### src/hw/cmul_regmap_pkg.sv
// register offsets, status bits, control states and per-operation byte counts
// offsets are relative to the register base address
package cmul_regmap_pkg;

    typedef enum logic [2:0] {
        OFS_OP1    = 3'd0,  // operand 1 base, write only
        OFS_OP2    = 3'd1,  // operand 2 base, write only
        OFS_RES    = 3'd2,  // result base, write only
        OFS_NUM_OP = 3'd3,  // operation count, write only
        OFS_START  = 3'd4,  // start, self clearing
        OFS_STATUS = 3'd5,  // done flag, read/write
        OFS_STATE  = 3'd6   // fsm state, read only
    } reg_offset_e;

    localparam int STS_DONE_BIT = 0;

    typedef enum logic [1:0] {
        ST_IDLE   = 2'd0,
        ST_RD_OPS = 2'd1,  // fetching four operand bytes
        ST_WORK   = 2'd2,  // waiting for the product
        ST_WR_RES = 2'd3   // storing six result bytes
    } ctrl_state_e;

    localparam int OP_RD_BYTES  = 4;  // x1 y1 x2 y2
    localparam int RES_WR_BYTES = 6;  // yr then xr, lsb first
    localparam int OP_STRIDE    = 2;  // bytes per complex operand
    localparam int RES_STRIDE   = 6;  // bytes per complex result

endpackage

### src/hw/cmul_types_pkg.sv
// data widths and vector types of the engine
// element width is tied to the byte-wide memory, results are stored as 3 bytes
package cmul_types_pkg;

    localparam int ELEM_W    = 8;   // operand element, one memory byte
    localparam int RES_W     = 18;  // result component incl. growth
    localparam int RES_BYTES = 3;   // bytes per result component
    localparam int ADDR_W    = 16;  // memory byte address
    localparam int REG_W     = 16;  // apb register word

    typedef logic signed [ELEM_W-1:0] elem_t;      // x or y of one operand
    typedef logic signed [RES_W-1:0]  res_t;       // xr or yr, also products
    typedef logic [ADDR_W-1:0]        addr_t;      // memory byte address
    typedef logic [REG_W-1:0]         reg_t;       // register word
    typedef logic [2:0]               byte_cnt_t;  // up to 6 bytes per burst

endpackage

### src/hw/cmul_mult_if.sv
// valid/ready link to the multiplier, operands {x1, y1, x2, y2} msb first
// results {xr, yr}, valid holds with stable data until accepted
`timescale 1ns/1ps
interface cmul_mult_if
    import cmul_types_pkg::*;
();
    logic                op_val;
    logic                op_rdy;
    logic [4*ELEM_W-1:0] op_data;   // x1 in top byte
    logic                res_val;
    logic                res_rdy;
    logic [2*RES_W-1:0]  res_data;  // xr in top half

    modport seq (
        output op_val, op_data, res_rdy,
        input  op_rdy, res_val, res_data
    );

    modport core (
        input  op_val, op_data, res_rdy,
        output op_rdy, res_val, res_data
    );
endinterface

### src/hw/cmul_seq_if.sv
// single-cycle command and completion pulses between controller and sequencer
`timescale 1ns/1ps
interface cmul_seq_if;
    logic cmd_rd;     // start one operand read burst
    logic cmd_first;  // with cmd_rd, reload pointers from registers
    logic cmd_wr;     // start one result write burst
    logic rd_done;    // last operand byte on the bus
    logic wr_done;    // last result byte written
    logic res_avail;  // result buffered from the core

    modport ctrl (
        output cmd_rd, cmd_first, cmd_wr,
        input  rd_done, wr_done, res_avail
    );

    modport seq (
        input  cmd_rd, cmd_first, cmd_wr,
        output rd_done, wr_done, res_avail
    );
endinterface

### src/hw/cmul_apb_regs.sv
// register window at APB_BASE, only status and state are readable
// pready tied high, read data and pslverr arrive the cycle after select
`timescale 1ns/1ps
module cmul_apb_regs
    import cmul_types_pkg::*;
    import cmul_regmap_pkg::*;
#(
    parameter addr_t APB_BASE = '0  // register base address
) (
    input  logic        clk,
    input  logic        rst_n,
    input  addr_t       paddr,
    input  logic        pwrite,
    input  reg_t        pwdata,
    input  logic        psel,
    input  logic        finish,    // run complete, sets done
    input  ctrl_state_e state,     // live fsm state
    output logic        pready,
    output reg_t        prdata,
    output logic        pslverr,
    output addr_t       op1_base,
    output addr_t       op2_base,
    output addr_t       res_base,
    output reg_t        num_op,
    output logic        start      // one-cycle start pulse
);
    addr_t       ofs_full;  // offset from base
    reg_offset_e ofs;
    logic        in_range;  // offset inside the 8-word window
    logic        acc_ok;    // offset allows this direction
    logic        wr_en;
    logic        rd_en;
    logic        done;

    assign pready   = 1'b1;
    assign ofs_full = paddr - APB_BASE;             // below base wraps out of range
    assign in_range = (ofs_full[ADDR_W-1:3] == '0);
    assign ofs      = reg_offset_e'(ofs_full[2:0]);

    always_comb begin
        case (ofs)
            OFS_OP1, OFS_OP2, OFS_RES, OFS_NUM_OP, OFS_START: acc_ok = pwrite;
            OFS_STATUS: acc_ok = 1'b1;     // clear by writing 0
            OFS_STATE:  acc_ok = ~pwrite;  // mirror only
            default:    acc_ok = 1'b0;     // offset 7 unmapped
        endcase
    end

    assign wr_en = psel & pwrite & in_range & acc_ok;
    assign rd_en = psel & ~pwrite & in_range & acc_ok;

    always_ff @(posedge clk or negedge rst_n) begin
        if (!rst_n) begin
            op1_base <= '0;
            op2_base <= '0;
            res_base <= '0;
            num_op   <= '0;
            start    <= 1'b0;
            done     <= 1'b0;
            pslverr  <= 1'b0;
            prdata   <= '0;
        end else begin
            start   <= wr_en & (ofs == OFS_START) & pwdata[0];  // auto clears
            pslverr <= psel & ~(in_range & acc_ok);             // bad offset or direction
            if (wr_en) begin
                case (ofs)
                    OFS_OP1:    op1_base <= pwdata;
                    OFS_OP2:    op2_base <= pwdata;
                    OFS_RES:    res_base <= pwdata;
                    OFS_NUM_OP: num_op   <= pwdata;
                    default: ;
                endcase
            end
            if (finish) begin
                done <= 1'b1;  // finish wins over a clear
            end else if (wr_en && ofs == OFS_STATUS && !pwdata[STS_DONE_BIT]) begin
                done <= 1'b0;
            end
            if (rd_en) begin
                prdata <= (ofs == OFS_STATE) ? reg_t'(state) : reg_t'(done) << STS_DONE_BIT;
            end
        end
    end

endmodule

### src/hw/cmul_core.sv
// two-stage signed complex multiplier, result valid 2 cycles after acceptance
// stalls while the result is held and res_rdy is low
`timescale 1ns/1ps
module cmul_core
    import cmul_types_pkg::*;
(
    input  logic      clk,
    input  logic      rst_n,
    cmul_mult_if.core mult
);
    elem_t x1;
    elem_t y1;
    elem_t x2;
    elem_t y2;
    res_t  p_xx;    // x1*x2
    res_t  p_yy;    // y1*y2
    res_t  p_xy;    // x1*y2
    res_t  p_yx;    // y1*x2
    res_t  xr;
    res_t  yr;
    logic  s1_val;  // products valid
    logic  stall;   // output held

    assign {x1, y1, x2, y2} = mult.op_data;

    assign stall         = mult.res_val & ~mult.res_rdy;
    assign mult.op_rdy   = ~s1_val | ~stall;  // stage one empty or moving on
    assign mult.res_data = {xr, yr};

    always_ff @(posedge clk or negedge rst_n) begin
        if (!rst_n) begin
            s1_val       <= 1'b0;
            mult.res_val <= 1'b0;
        end else begin
            if (mult.op_rdy)
                s1_val <= mult.op_val;
            if (!stall)
                mult.res_val <= s1_val;
        end
    end

    // operands widen to 18 bits before multiply
    always_ff @(posedge clk) begin
        if (mult.op_val && mult.op_rdy) begin
            p_xx <= x1 * x2;
            p_yy <= y1 * y2;
            p_xy <= x1 * y2;
            p_yx <= y1 * x2;
        end
        if (s1_val && !stall) begin
            xr <= p_xx - p_yy;  // real part
            yr <= p_xy + p_yx;  // imaginary part
        end
    end

endmodule

### src/hw/cmul_ctrl.sv
// operation fsm, one read/multiply/write pass per operation
// start with a zero count is ignored, start during a run as well
`timescale 1ns/1ps
module cmul_ctrl
    import cmul_types_pkg::*;
    import cmul_regmap_pkg::*;
(
    input  logic        clk,
    input  logic        rst_n,
    input  logic        start,
    input  reg_t        num_op,
    cmul_seq_if.ctrl    seq,
    output logic        finish,  // pulse after the last result byte
    output ctrl_state_e state
);
    ctrl_state_e state_nxt;
    reg_t        op_done_cnt;  // operations completed this run
    logic        go;           // accepted start
    logic        last_op;

    assign go      = (state == ST_IDLE) & start & (num_op != '0);
    assign last_op = (op_done_cnt == num_op - 1'b1);

    assign seq.cmd_first = go;
    assign seq.cmd_rd    = go | ((state == ST_WR_RES) & seq.wr_done & ~last_op);
    assign seq.cmd_wr    = (state == ST_WORK) & seq.res_avail;
    assign finish        = (state == ST_WR_RES) & seq.wr_done & last_op;

    always_comb begin
        state_nxt = state;
        case (state)
            ST_IDLE: begin
                if (go) state_nxt = ST_RD_OPS;
            end
            ST_RD_OPS: begin
                if (seq.rd_done) state_nxt = ST_WORK;  // operands handed to core
            end
            ST_WORK: begin
                if (seq.res_avail) state_nxt = ST_WR_RES;
            end
            ST_WR_RES: begin
                if (seq.wr_done) state_nxt = last_op ? ST_IDLE : ST_RD_OPS;
            end
            default: state_nxt = ST_IDLE;
        endcase
    end

    always_ff @(posedge clk or negedge rst_n) begin
        if (!rst_n) begin
            state       <= ST_IDLE;
            op_done_cnt <= '0;
        end else begin
            state <= state_nxt;
            if (go) begin
                op_done_cnt <= '0;  // new run
            end else if (state == ST_WR_RES && seq.wr_done) begin
                op_done_cnt <= op_done_cnt + 1'b1;
            end
        end
    end

endmodule

### src/hw/cmul_mem_seq.sv
// memory bursts: 4 operand reads, 6 result writes, one shared byte counter
// read data is taken one cycle after the request, memory has no back-pressure
`timescale 1ns/1ps
module cmul_mem_seq
    import cmul_types_pkg::*;
    import cmul_regmap_pkg::*;
(
    input  logic     clk,
    input  logic     rst_n,
    input  addr_t    op1_base,
    input  addr_t    op2_base,
    input  addr_t    res_base,
    input  elem_t    mem_rd_data,
    output logic     mem_ce,
    output logic     mem_we,
    output addr_t    mem_addr,
    output elem_t    mem_wr_data,
    cmul_seq_if.seq  seq,
    cmul_mult_if.seq mult
);
    addr_t     op1_ptr;   // running operand 1 address
    addr_t     op2_ptr;   // running operand 2 address
    addr_t     res_ptr;   // running result address
    byte_cnt_t byte_cnt;  // byte index in current burst
    logic      rd_act;    // read burst on the bus
    logic      wr_act;    // write burst on the bus
    logic      rd_end;    // last read request
    logic      rd_vld;    // read data returning
    byte_cnt_t rd_idx;    // index of returning byte
    logic      op_hold;   // operands not yet taken by core
    logic      res_take;  // core result into buffer
    logic      res_full_nxt;
    logic      res_full;
    res_t      res_comp;  // component being written
    byte_cnt_t res_idx;   // byte within component
    logic [4*ELEM_W-1:0]         op_q;     // operand bytes, x1 on top
    logic [2*RES_W-1:0]          res_q;    // result buffer {xr, yr}
    logic [RES_BYTES*ELEM_W-1:0] res_ext;  // component zero-filled to bytes

    assign mem_ce      = rd_act | wr_act;
    assign mem_we      = wr_act;
    assign rd_end      = rd_act & (byte_cnt == byte_cnt_t'(OP_RD_BYTES - 1));
    assign seq.wr_done = wr_act & (byte_cnt == byte_cnt_t'(RES_WR_BYTES - 1));
    assign seq.rd_done = rd_vld & (rd_idx == byte_cnt_t'(OP_RD_BYTES - 1));

    // x1 y1 from operand 1, x2 y2 from operand 2
    always_comb begin
        if (wr_act)
            mem_addr = res_ptr + addr_t'(byte_cnt);
        else if (byte_cnt < OP_STRIDE)
            mem_addr = op1_ptr + addr_t'(byte_cnt);
        else
            mem_addr = op2_ptr + addr_t'(byte_cnt) - addr_t'(OP_STRIDE);
    end

    // fourth byte goes to the core live, held copy only if core stalls
    assign mult.op_val  = seq.rd_done | op_hold;
    assign mult.op_data = op_hold ? op_q : {op_q[4*ELEM_W-1:ELEM_W], mem_rd_data};

    assign res_take     = mult.res_val & mult.res_rdy;
    assign res_full_nxt = (res_full | res_take) & ~seq.wr_done;  // freed by last write

    // yr bytes first, lsb first, top byte carries bits 17:16
    assign res_comp    = (byte_cnt < RES_BYTES) ? res_q[RES_W-1:0] : res_q[2*RES_W-1:RES_W];
    assign res_idx     = (byte_cnt < RES_BYTES) ? byte_cnt : byte_cnt_t'(byte_cnt - RES_BYTES);
    assign res_ext     = {{(RES_BYTES*ELEM_W-RES_W){1'b0}}, res_comp};
    assign mem_wr_data = res_ext[res_idx*ELEM_W +: ELEM_W];

    always_ff @(posedge clk) begin
        if (rd_vld)
            op_q[(OP_RD_BYTES-1-rd_idx)*ELEM_W +: ELEM_W] <= mem_rd_data;
        if (res_take)
            res_q <= mult.res_data;
    end

    always_ff @(posedge clk or negedge rst_n) begin
        if (!rst_n) begin
            op1_ptr       <= '0;
            op2_ptr       <= '0;
            res_ptr       <= '0;
            byte_cnt      <= '0;
            rd_act        <= 1'b0;
            wr_act        <= 1'b0;
            rd_vld        <= 1'b0;
            rd_idx        <= '0;
            op_hold       <= 1'b0;
            res_full      <= 1'b0;
            mult.res_rdy  <= 1'b0;
            seq.res_avail <= 1'b0;
        end else begin
            rd_vld        <= rd_act;                    // data follows request
            rd_idx        <= byte_cnt;
            op_hold       <= mult.op_val & ~mult.op_rdy;
            res_full      <= res_full_nxt;
            mult.res_rdy  <= ~res_full_nxt;             // ready only while empty
            seq.res_avail <= res_take;
            if (rd_end) begin
                rd_act  <= 1'b0;
                op1_ptr <= op1_ptr + addr_t'(OP_STRIDE);
                op2_ptr <= op2_ptr + addr_t'(OP_STRIDE);
            end
            if (seq.wr_done) begin
                wr_act  <= 1'b0;
                res_ptr <= res_ptr + addr_t'(RES_STRIDE);
            end
            if (seq.cmd_rd) begin
                rd_act   <= 1'b1;  // may directly follow the last write
                byte_cnt <= '0;
            end else if (seq.cmd_wr) begin
                wr_act   <= 1'b1;
                byte_cnt <= '0;
            end else if (mem_ce) begin
                byte_cnt <= byte_cnt + 1'b1;
            end
            if (seq.cmd_first) begin
                op1_ptr <= op1_base;  // new run
                op2_ptr <= op2_base;
                res_ptr <= res_base;
            end
        end
    end

endmodule

### src/hw/comp_mult_top.sv
// complex multiplier engine with apb-style registers and byte-wide sync memory
// memory read data is expected one cycle after the request
`timescale 1ns/1ps
module comp_mult_top
    import cmul_types_pkg::*;
    import cmul_regmap_pkg::*;
#(
    parameter addr_t APB_BASE = '0  // register base address
) (
    input  logic  clk,
    input  logic  rst_n,
    input  addr_t paddr,
    input  logic  pwrite,
    input  reg_t  pwdata,
    input  logic  psel,
    output logic  pready,
    output reg_t  prdata,
    output logic  pslverr,
    output logic  mem_ce,
    output logic  mem_we,
    output addr_t mem_addr,
    output elem_t mem_wr_data,
    input  elem_t mem_rd_data
);
    addr_t       op1_base;
    addr_t       op2_base;
    addr_t       res_base;
    reg_t        num_op;
    logic        start;
    logic        finish;
    ctrl_state_e state;

    cmul_seq_if  seq_if ();
    cmul_mult_if mult_if ();

    cmul_apb_regs #(
        .APB_BASE (APB_BASE)
    ) i_apb_regs (
        .clk      (clk),
        .rst_n    (rst_n),
        .paddr    (paddr),
        .pwrite   (pwrite),
        .pwdata   (pwdata),
        .psel     (psel),
        .finish   (finish),
        .state    (state),
        .pready   (pready),
        .prdata   (prdata),
        .pslverr  (pslverr),
        .op1_base (op1_base),
        .op2_base (op2_base),
        .res_base (res_base),
        .num_op   (num_op),
        .start    (start)
    );

    cmul_ctrl i_ctrl (
        .clk    (clk),
        .rst_n  (rst_n),
        .start  (start),
        .num_op (num_op),
        .seq    (seq_if.ctrl),
        .finish (finish),
        .state  (state)
    );

    cmul_mem_seq i_mem_seq (
        .clk         (clk),
        .rst_n       (rst_n),
        .op1_base    (op1_base),
        .op2_base    (op2_base),
        .res_base    (res_base),
        .mem_rd_data (mem_rd_data),
        .mem_ce      (mem_ce),
        .mem_we      (mem_we),
        .mem_addr    (mem_addr),
        .mem_wr_data (mem_wr_data),
        .seq         (seq_if.seq),
        .mult        (mult_if.seq)
    );

    cmul_core i_core (
        .clk   (clk),
        .rst_n (rst_n),
        .mult  (mult_if.core)
    );

endmodule

### config.mk
export PLATFORM = sky130hd
export DESIGN_NAME = comp_mult_top
export DESIGN_NICKNAME = d
export VERILOG_FILES = /design/src/hw/cmul_regmap_pkg.sv /design/src/hw/cmul_types_pkg.sv /design/src/hw/cmul_mult_if.sv /design/src/hw/cmul_seq_if.sv /design/src/hw/cmul_apb_regs.sv /design/src/hw/cmul_core.sv /design/src/hw/cmul_ctrl.sv /design/src/hw/cmul_mem_seq.sv /design/src/hw/comp_mult_top.sv
export SDC_FILE = /design/constraint.sdc
export NUM_CORES = 1
export LEC_CHECK = 0
export BUFFER_PORTS_ARGS = -buffer_cell sky130_fd_sc_hd__buf_2
export CAP_MARGIN = 10
export CORE_MARGIN = 2
export CORE_UTILIZATION = 30
export CTS_BUF_LIST = sky130_fd_sc_hd__clkbuf_16
export CTS_CLUSTER_DIAMETER = 150
export CTS_CLUSTER_SIZE = 28
export DETAILED_ROUTE_END_ITERATION = 7
export GPL_TIMING_DRIVEN = 0
export PLACE_DENSITY = 0.4
export SYNTH_ARGS = -nofsm -noshare
export SYNTH_HDL_FRONTEND = slang
export SYNTH_SLANG_ARGS = --single-unit
### constraint.sdc
create_clock -name clk -period 8.8 [get_ports clk]
set_clock_uncertainty 0.1 [all_clocks]
set_input_delay 1.32 -clock clk [delete_from_list [all_inputs] [get_ports clk]]
set_output_delay 1.32 -clock clk [all_outputs]
set_load 0.02 [all_outputs]
==> summary.md, run 1 <==
| Metric | Value |
|---|---|
| Number of cell rows | 107 |
| Residual DRC count | 0 |
| CTS root buffer | clkbuf_16 |
| I/O pin count | 88 |
| Leak Pwr | 12.9 nW |
| TNS Setup | 0 ns |
| Setup bufs post-CTS | 0 |
| Startpoint types | flop |
| Core ar. | 85400 um2 |
| R2r worst-path depth | 18 |
| Crit Path Category | reg2reg |
| Hold Path Class | reg2reg |
| Fin Hold WS | 0.317 ns |
| Largest area contributor in the netlist | edfxtp_1 |
| Largest cells by area after synthesis | edfxtp_1, fa_1, dfrtp_1, ha_1, xnor2_1 |
| First-pass GRT wire length | 111000 um |
| Hold buffers post-CTS | 0 |
| Largest family of logic cells by synthesized area | adder cells |
| Critical-path maximum fanout | 10 |
| Largest net degree at the start of global routing | 107 |
| Max-cap violation count | 0 |
| Post-synthesis adder-cell area fraction | 27.1% |
| Mapped Cells | 2506 |
| FMAX | 142 MHz |
| Commonest non-fill, non-tap cells in the layout | inv_1, nand2_1, fa_1, ha_1, edfxtp_1 |
| #FFs+latches synth | 318 |
| Worst R2R Start | i_mem_seq.op_hold$_DFF_PN0_ |
| Vias in the first global route | 18.7k |
| Via count | 17.6k |
| Max Slew Vio Count | 0 |
| Wirelength per Cell | 18.8 um |
| Post-synthesis cell area | 26000 um2 |
| RSZ-0062 raised after global routing | false |
| Cell Chain, Critical Path | clkbuf_1, mux2i_1, clkbuf_1, inv_1, fa_1, inv_1, fa_1, inv_1, fa_1, fa_1, ha_1, nand2_1, o21ai_0, nor4_1, nor3_1, a2111oi_0, a21oi_1, xnor2_1 |
| H-tree depth | 1 |
| Crit-path slowest cell | mux2i_1 |
| Largest stage delay on the critical path | 0.77 ns |
| GRT Total Usage | 16.2% |
| Critical path required time | 9.03 ns |
| Post-route clock period utilization | 80.3% |
| Estimated wirelength of the detail-placed design | 57900 um |
| Area share of the largest cell type after synthesis | 19.4% |
| Final hold violations | 0 |
| DR vias/cell | 4.68 |
| Seq. cell area | 8800 um2 |
| Syn. warnings | 0 |
| Worst slack at placement | 1.24 ns |
| Main synth FF type | edfxtp_1 |
| Clock Pin Slew Worst Setup and Hold Paths | 0.11 ns |
| Max clock buf depth | 3 |
| Post-CTS sizing | 0 |
| Initial DRC Count | 791 |
| Worst setup margin | 1.74 ns |
| Library cells used by synthesis | 74 |
| Status | finished, final reports clean |
| Arr. time, crit path | 7.29 ns |
| Hold depth | 0 |
| CP Capture Type | flop |
| Synth Area in Compound Gates | 7.15% |
| Antenna fix cells | 0 |
| Most Frequent Cell on Critical Path | fa_1 |
| Worst R2R End | i_core.p_xy[16]$_DFFE_PP_ |
| Post-synth EDFFs | 168 |
| R2R Setup Slk | 1.74 ns |
| Mux contribution to synthesized area | 3.74% |
| Die outline width | 298 um |
| Syn_area_per_cell | 10.4 um2 |
| Initial antenna violation count | 1 |
| CTS buffer count | 16 |
| Pwr dens | 101 nW/um2 |
| Gpl congestion | 0.842 |
| IO Port Bufs | 72 |
| Grt ovf | 0 |
| Hold Path End | i_mem_seq.res_q[23]$_DFFE_PP_ |
| Leading cell type in the layout, fill and taps excluded | inv_1 |
| Area growth syn-to-layout | 9.40% |
| Initial core utilization | 30.4% |
| Hold Startpoint | i_core.xr[5]$_DFFE_PP_ |
| Drt pass-1 iters | 5 |
| Slew HR | 8.97% |
| Tmin final | 7.06 ns |
| DIE AREA | 88900 um2 |
| Clk sinks | 318 |
| Post-Synth XOR/XNOR Area | 6.47% |
| Layout cells sized above 1 | 8.43% |
| Later-pin clock latency in the skew report | 0.54 ns |
| Area of the multi-input gates | 15700 um2 |
| Die height | 298 um |
| Final setup viols | 0 |
| Register area share after synthesis | 33.9% |
| Asr flop ratio synth | 47.2% |
| Max rail drop VDD | 0.116 mV |
| Actual slew at the worst max-slew pin | 1.35 ns |
| Fin nets | 3084 |
| Routed WL | 70900 um |
| Fillers | 8875 |
| CTS tree | yes |
| Simple-gate share of the synthesized area | 15.8% |
| Antenna viol nets, final | 0 |
## synth_stat cells (all sizes together), types with 36 or more instances
cell    count
o21ai      96
and2      155
nor2      134
nor3       36
ha        202
clkbuf     73
edfxtp    168
dfrtp     150
a21oi      66
xor2       55
nor2b      66
fa        225
mux2       72
nand2     226
xnor2     137
inv       291
## worst max-delay path: cells and delay by family, from the launching register on
| kind | cells | cell delay [ns] |
|---|---|---|
| flops | 1 | 0.35 |
| simple gates | 3 | 0.54 |
| compound gates | 3 | 0.93 |
| mux | 1 | 0.77 |
| xor+xnor | 1 | 0.34 |
| buf+inv | 5 | 1.42 |
| fa+ha+maj | 5 | 2.39 |
## worst max path at each step
stage | depth (start not counted) | from | slack (ns) | to
after global routing | 18 | i_mem_seq.op_hold$_DFF_PN0_ | 1.04 | i_core.p_xy[16]$_DFFE_PP_
final | 18 | i_mem_seq.op_hold$_DFF_PN0_ | 1.74 | i_core.p_xy[16]$_DFFE_PP_
after CTS | 18 | i_mem_seq.op_hold$_DFF_PN0_ | 1.53 | i_core.p_xy[16]$_DFFE_PP_
after floorplan | 17 | mem_rd_data[7] | 2.77 | i_core.p_xy[16]$_DFFE_PP_
after global placement | 18 | mem_rd_data[0] | 1.11 | i_core.p_xy[16]$_DFFE_PP_
after detailed placement | 18 | mem_rd_data[7] | 1.24 | i_core.p_xy[16]$_DFFE_PP_
## layout make-up
type | count | share of cell area, %
plain buffers | 96 | 1.51
clock buffers | 17 | 1.50
clock inverters | 9 | 0.260
inverters | 291 | 3.84
multi-input cells | 1814 | 55.3
flip-flops and latches | 318 | 31.0
well taps | 1144 | 5.04
repair buffers | 76 | 1.57
## sequential cells by signal (all words and copies together) (netlist names), 2 cells and up
signal,count
i_apb_regs.op2_base,16
i_mem_seq.byte_cnt,3
i_apb_regs.res_base,16
i_mem_seq.op2_ptr,16
i_mem_seq.rd_idx,3
i_core.p_yy,16
i_apb_regs.op1_base,16
i_ctrl.state,2
i_mem_seq.res_q,36
i_core.p_xx,16
i_mem_seq.res_ptr,16
i_apb_regs.num_op,16
i_apb_regs.prdata,2
i_ctrl.op_done_cnt,16
i_core.p_xy,16
i_mem_seq.op_q,32
i_core.yr,18
i_core.p_yx,16
i_core.xr,18
i_mem_seq.op1_ptr,16
## where the power goes
| part | total [mW] | internal (mW) | switching (mW) | leakage (nW) |
|---|---|---|---|---|
| registers | 1.58 | 1.58 | 0.0000843 | 3.63 |
| logic | 0.415 | 0.166 | 0.249 | 8.99 |
| clock network | 0.885 | 0.367 | 0.518 | 0.256 |
| total | 2.88 | 2.11 | 0.768 | 12.9 |
## logic make-up after synthesis
group / count (synthesis)
other cells: 2
simple gates: 798
flops: 318
xor+xnor: 192
fa+ha+maj: 427
compound gates: 294
mux: 88
buf+inv: 387
## routing by layer
layer | wire [um] | vias up | GRT usage, %
met4 | 1980 | 0 | 4.21
met3 | 1950 | 57 | 1.47
met1 | 30400 | 8837 | 20.3
met5 | 0 | - | 0
met2 | 36600 | 256 | 29.6
li1 | - | 8483 | -
## per-stage QoR
step           std cells  util, %  instance area, um2  power, mW
6_report            3765     33.3               28400       2.88
4_1_cts             3764     33.3               28400       2.93
3_3_place_gp        3735     32.6               27800       2.02
3_5_place_dp        3738     32.7               27900       2.02
5_1_grt             3765     33.3               28400       3.03
2_1_floorplan       2519        -               26000       1.89
Note: power is estimated with default switching activity, not from simulation.
==> run 2: changes to the inputs <==
clock period = 7.2 ns   (was 8.8 ns; I/O delays follow)
==> run 2 against run 1 <==
Net effect: sequential power is 22% higher; fmax grew 8.6%; register-to-register slack got worse by 1.0 ns; design area hardly changed; count of clock-buffer cells in the layout unchanged; global-route usage about the same; combinational power grew 22%; die area stayed put; non-clock buffer count decreased by 1; via count shrank 0.25%; core utilization is essentially flat.
==> summary.md, run 2 (synthesis results as in run 1) <==
| Metric | Value |
|---|---|
| Status | finished, final reports clean |
| Die height | 298 um |
| Gpl congestion | 0.842 |
| Clk pwr share | 30.8% |
| Later-pin clock latency in the skew report | 0.55 ns |
| Initial DRC Count | 886 |
| Clk sinks | 318 |
| Worst R2R Start | i_mem_seq.op_hold$_DFF_PN0_ |
| Antenna fix cells | 0 |
| Critical path origin | i_mem_seq.op_hold$_DFF_PN0_ |
| Max-cap violation count | 0 |
| Initial core utilization | 30.4% |
| Clock Pin Slew Worst Setup and Hold Paths | 0.11 ns |
| Critical-path maximum fanout | 10 |
| Net Sw Frac | 26.7% |
| Via count | 17.6k |
| Fin nets | 3083 |
| Wirelength per Cell | 18.8 um |
| Final setup viols | 0 |
| Residual DRC count | 0 |
| Grt ovf | 0 |
| Largest net degree at the start of global routing | 107 |
| Fillers | 8874 |
| R2r worst-path depth | 17 |
| Crit Path Category | reg2reg |
| RSZ-0062 raised after global routing | false |
| Antenna viol nets, final | 0 |
| Pwr dens | 124 nW/um2 |
| Max clock buf depth | 3 |
| Area growth syn-to-layout | 9.41% |
| Psw | 0.936 mW |
| R2R Setup Slk | 0.70 ns |
| Met2 global-route usage | 29.6% |
| Final core occ | 33.3% |
| Cell-internal power | 2.58 mW |
| Met1 Use GR | 20.3% |
| Drt pass-1 iters | 7 |
| IO Port Bufs | 72 |
| Power, Total | 3.51 mW |
| Initial antenna violation count | 1 |
| Startpoint types | flop |
| DR vias/cell | 4.67 |
| FMAX | 154 MHz |
| Arr. time, crit path | 6.73 ns |
| Estimated wirelength of the detail-placed design | 57900 um |
| Hold Startpoint | i_core.xr[5]$_DFFE_PP_ |
| Core ar. | 85400 um2 |
| I/O pin count | 88 |
| Reg with most FFs | i_mem_seq.res_q |
| Vias in the first global route | 18.7k |
| Hold Path End | i_mem_seq.res_q[23]$_DFFE_PP_ |
| Comb pwr share | 14.4% |
| H-tree depth | 1 |
| Leading cell type in the layout, fill and taps excluded | inv_1 |
| Tmin final | 6.50 ns |
| GRT Total Usage | 16.2% |
| Busiest layer in global routing | met2 |
| Post-route clock period utilization | 90.3% |
| Hold Path Class | reg2reg |
| First-pass GRT wire length | 111000 um |
| CTS root buffer | clkbuf_16 |
| Fin Hold WS | 0.317 ns |
| Slew HR | 10.6% |
| DIE AREA | 88900 um2 |
| CTS buffer count | 16 |
| Met3 Resource Use GR | 1.47% |
| Actual slew at the worst max-slew pin | 1.32 ns |
| Die outline width | 298 um |
| Routed WL | 70800 um |
| Commonest non-fill, non-tap cells in the layout | inv_1, nand2_1, fa_1, ha_1, edfxtp_1 |
| Largest register FFs | 36 |
| Worst R2R End | i_core.p_xy[16]$_DFFE_PP_ |
| Number of cell rows | 107 |
| Largest regs | i_mem_seq.res_q (36), i_mem_seq.op_q (32) |
| Sequential share of power | 54.8% |
| Hold depth | 0 |
| Hold buffers post-CTS | 0 |
| Layout cells sized above 1 | 8.51% |
| Max rail drop VDD | 0.142 mV |
| CP Capture Type | flop |
| Max Slew Vio Count | 0 |
| Leak Pwr | 12.9 nW |
| CTS tree | yes |
| Critical path required time | 7.43 ns |
| Final hold violations | 0 |
[run 2: timing repair]
item / 4_1_cts / 5_1_grt
endpoints found under the setup margin: 1 / 2
buffers inserted: 0 / 0
gates resized for setup: 1 / 1
pin swaps: 0 / 0
[run 2: worst max path at each step]
stage | end | slack, ns | cells after the start
3_3_place_gp | i_core.p_xy[16]$_DFFE_PP_ | -0.25 | 18
3_5_place_dp | i_core.p_xy[16]$_DFFE_PP_ | -0.12 | 18
6_report | i_core.p_xy[16]$_DFFE_PP_ | 0.70 | 17
4_1_cts | i_core.p_xy[16]$_DFFE_PP_ | 0.13 | 18
5_1_grt | i_core.p_xy[16]$_DFFE_PP_ | 0.1 | 17
2_1_floorplan | i_core.p_xy[16]$_DFFE_PP_ | 1.41 | 17
[run 2: metrics by stage]
stage	area, um2	worst slack (ns)	std cells	setup TNS [ns]
after floorplan	26000	1.41	2519	0
after global placement	27800	-0.247	3735	-0.574
after detailed placement	27900	-0.121	3738	-0.121
after CTS	28400	0.127	3764	0
after global routing	28400	0.0972	3764	0
final	28400	0.700	3764	0
[run 2: power by group through the flow]
stage	sequential [mW]	combinational, mW	clock (mW)
CTS	1.93	0.515	1.14
detailed placement	1.96	0.510	0
floorplan	1.96	0.343	0
finish	1.93	0.506	1.08
global route	1.93	0.586	1.20
global placement	1.96	0.507	0
[run 2: layout make-up]
cell class              count  area, um2  share of cell area, %
plain buffers              95        424                   1.49
inverters                 291       1090                   3.84
well taps                1144       1430                   5.04
clock buffers              17        425                   1.50
repair buffers             76        445                   1.57
multi-input cells        1814      15700                   55.3
flip-flops and latches    318       8800                   31.0
clock inverters             9       73.8                  0.260
[run 2: routing by layer]
metal	part of all wire, %	vias to the layer above
met3	2.4	55
met4	2.7	0
met2	52	213
met1	43	8842
li1	-	8479
met5	0	-
[run 2: worst max-delay path, cell delays in order, from the launching register on]
cell,delay [ns]
dfrtp_2,0.59
mux2i_2,0.57
clkbuf_1,0.41
inv_1,0.30
fa_1,0.59
inv_1,0.05
fa_1,0.50
inv_1,0.05
fa_1,0.46
fa_1,0.49
ha_1,0.35
nand2_1,0.08
o21ai_0,0.17
nor4_1,0.33
nor3_1,0.13
a2111oi_0,0.60
a21oi_1,0.16
xnor2_1,0.34
==> run 3: changes to the inputs <==
PLACE_DENSITY = default   (was 0.4)
PLACE_DENSITY_LB_ADDON = 0.15   (was default)
==> run 3 against run 2 <==
Net effect: non-clock buffer count up 1; register-to-register slack worse by 0.40 ns; clock power about the same; critical path depth unchanged; sequential cell count unchanged.
==> summary.md, run 3 (synthesis results as in run 1) <==
| Metric | Value |
|---|---|
| Crit-path slowest cell | dfrtp_1 |
| Clock Pin Slew Worst Setup and Hold Paths | 0.11 ns |
| DIE AREA | 88900 um2 |
| Worst R2R End | i_core.p_xy[16]$_DFFE_PP_ |
| Largest regs | i_mem_seq.res_q (36), i_mem_seq.op_q (32) |
| Initial core utilization | 30.4% |
| R2R Setup Slk | 0.30 ns |
| Largest stage delay on the critical path | 0.77 ns |
| Initial antenna violation count | 3 |
| FMAX | 145 MHz |
| Die outline width | 298 um |
| Antenna fix cells | 0 |
| Max-cap violation count | 0 |
| Estimated wirelength of the detail-placed design | 56100 um |
| Most Frequent Cell on Critical Path | fa_1 |
| CTS root buffer | clkbuf_16 |
| IO Port Bufs | 72 |
| Startpoint types | flop |
| Layout cells sized above 1 | 8.39% |
| Leading cell type in the layout, fill and taps excluded | inv_1 |
| Max clock buf depth | 3 |
| I/O pin count | 88 |
| Reg with most FFs | i_mem_seq.res_q |
| Hold buffers post-CTS | 0 |
| RSZ-0062 raised after global routing | false |
| Gpl congestion | 0.872 |
| DR vias/cell | 4.74 |
| Met3 Resource Use GR | 2.01% |
| Max Slew Vio Count | 0 |
| Fin Hold WS | 0.316 ns |
| Post-route clock period utilization | 95.8% |
| Hold Path Class | reg2reg |
| Via count | 17.9k |
| Hold Path End | i_mem_seq.res_q[30]$_DFFE_PP_ |
| Worst setup margin | 0.304 ns |
| GRT Total Usage | 15.8% |
| Critical path required time | 7.39 ns |
| Leak Pwr | 12.9 nW |
| Worst slack at placement | -0.317 ns |
| Hold Startpoint | i_core.xr[12]$_DFFE_PP_ |
| Pwr dens | 125 nW/um2 |
| Clk sinks | 318 |
| Cell Chain, Critical Path | mux2i_2, clkbuf_1, inv_1, fa_1, inv_1, fa_1, inv_1, fa_1, fa_1, ha_1, nand2_1, o21ai_0, nor4_1, nor3_1, a2111oi_1, a21oi_1, xnor2_1 |
| Largest register FFs | 36 |
| Commonest non-fill, non-tap cells in the layout | inv_1, nand2_1, fa_1, ha_1, edfxtp_1 |
| Core ar. | 85400 um2 |
| Met2 global-route usage | 26.4% |
| Slew HR | 19.4% |
| Residual DRC count | 0 |
| Routed WL | 69400 um |
| WP depth | 17 |
| Hold depth | 0 |
| Fillers | 8836 |
| Arr. time, crit path | 7.08 ns |
| Grt ovf | 0 |
| Placed cell areas | 27900 um2 |
| Wirelength per Cell | 18.4 um |
| Area growth syn-to-layout | 9.43% |
| Status | finished, final reports clean |
| CTS buffer count | 16 |
| TNS Setup | 0 ns |
| R2r worst-path depth | 17 |
| Drt pass-1 iters | 5 |
| First-pass GRT wire length | 109000 um |
| H-tree depth | 1 |
| Busiest layer in global routing | met2 |
| Max rail drop VDD | 0.119 mV |
| Placed cell count | 3739 |
| Initial DRC Count | 1148 |
| Worst R2R Start | i_mem_seq.op_hold$_DFF_PN0_ |
| Crit Path Category | reg2reg |
| Final hold violations | 0 |
| Die height | 298 um |
| Met1 Use GR | 22.0% |
| Actual slew at the worst max-slew pin | 1.19 ns |
| Tmin final | 6.90 ns |
| Buf/Inv on CP | 4 |
| Finished Layout Cells | 3765 |
| Final core occ | 33.3% |
| Critical-path maximum fanout | 10 |
| CP top delay family | adder cells |
| Fin area | 28400 um2 |
| Later-pin clock latency in the skew report | 0.55 ns |
| Largest net degree at the start of global routing | 96 |
| Power, Total | 3.55 mW |
| Final setup viols | 0 |
| Number of cell rows | 107 |
| Vias in the first global route | 18.7k |
| CP Capture Type | flop |
| Antenna viol nets, final | 0 |
| Fin nets | 3084 |
| CTS tree | yes |
## run 3: cell types whose count changed in the layout (fill, tap and decap cells not counted), sizes merged
| cell | previous run | this run |
|---|---|---|
| clkbuf | 89 | 90 |
| clkinv | 4 | 1 |
| inv | 296 | 299 |
## run 3: what timing repair did
| action | CTS | global route |
|---|---|---|
| buffers inserted | 0 | 0 |
| resized for setup | 0 | 2 |
| endpoints found under the setup margin | 1 | 1 |
## run 3: metal layers
metal | vias to the layer above | share of wire, % | wire length (um)
met5 | - | 0 | 0
met4 | 0 | 1.6 | 1130
met3 | 57 | 4.4 | 3020
met2 | 322 | 47 | 32700
met1 | 8984 | 47 | 32600
li1 | 8499 | - | -
## run 3: worst max-delay path by stage
stage | from | to | slack (ns)
floorplan | mem_rd_data[7] | i_core.p_xy[16]$_DFFE_PP_ | 1.41
global placement | mem_rd_data[0] | i_core.p_xy[16]$_DFFE_PP_ | -0.38
detailed placement | mem_rd_data[7] | i_core.p_xy[16]$_DFFE_PP_ | -0.32
CTS | i_mem_seq.op_hold$_DFF_PN0_ | i_core.p_xy[16]$_DFFE_PP_ | 0.007
global route | i_mem_seq.op_hold$_DFF_PN0_ | i_core.p_xy[16]$_DFFE_PP_ | 0.04
finish | i_mem_seq.op_hold$_DFF_PN0_ | i_core.p_xy[16]$_DFFE_PP_ | 0.30
## run 3: layout make-up
class | count | area (um2) | share of cell area (%)
Buffer | 95 | 424 | 1.49
Clock buffer | 17 | 425 | 1.50
Clock inverter | 9 | 76.3 | 0.269
Inverter | 291 | 1090 | 3.84
Multi-Input combinational cell | 1814 | 15700 | 55.3
Sequential cell | 318 | 8800 | 31.0
Tap cell | 1144 | 1430 | 5.04
Timing Repair Buffer | 77 | 453 | 1.59
## run 3: where the power goes
group	internal (mW)	switching [mW]	total [mW]
combinational	0.203	0.328	0.531
clock	0.448	0.644	1.09
sequential	1.93	0.000115	1.93
total	2.58	0.973	3.55
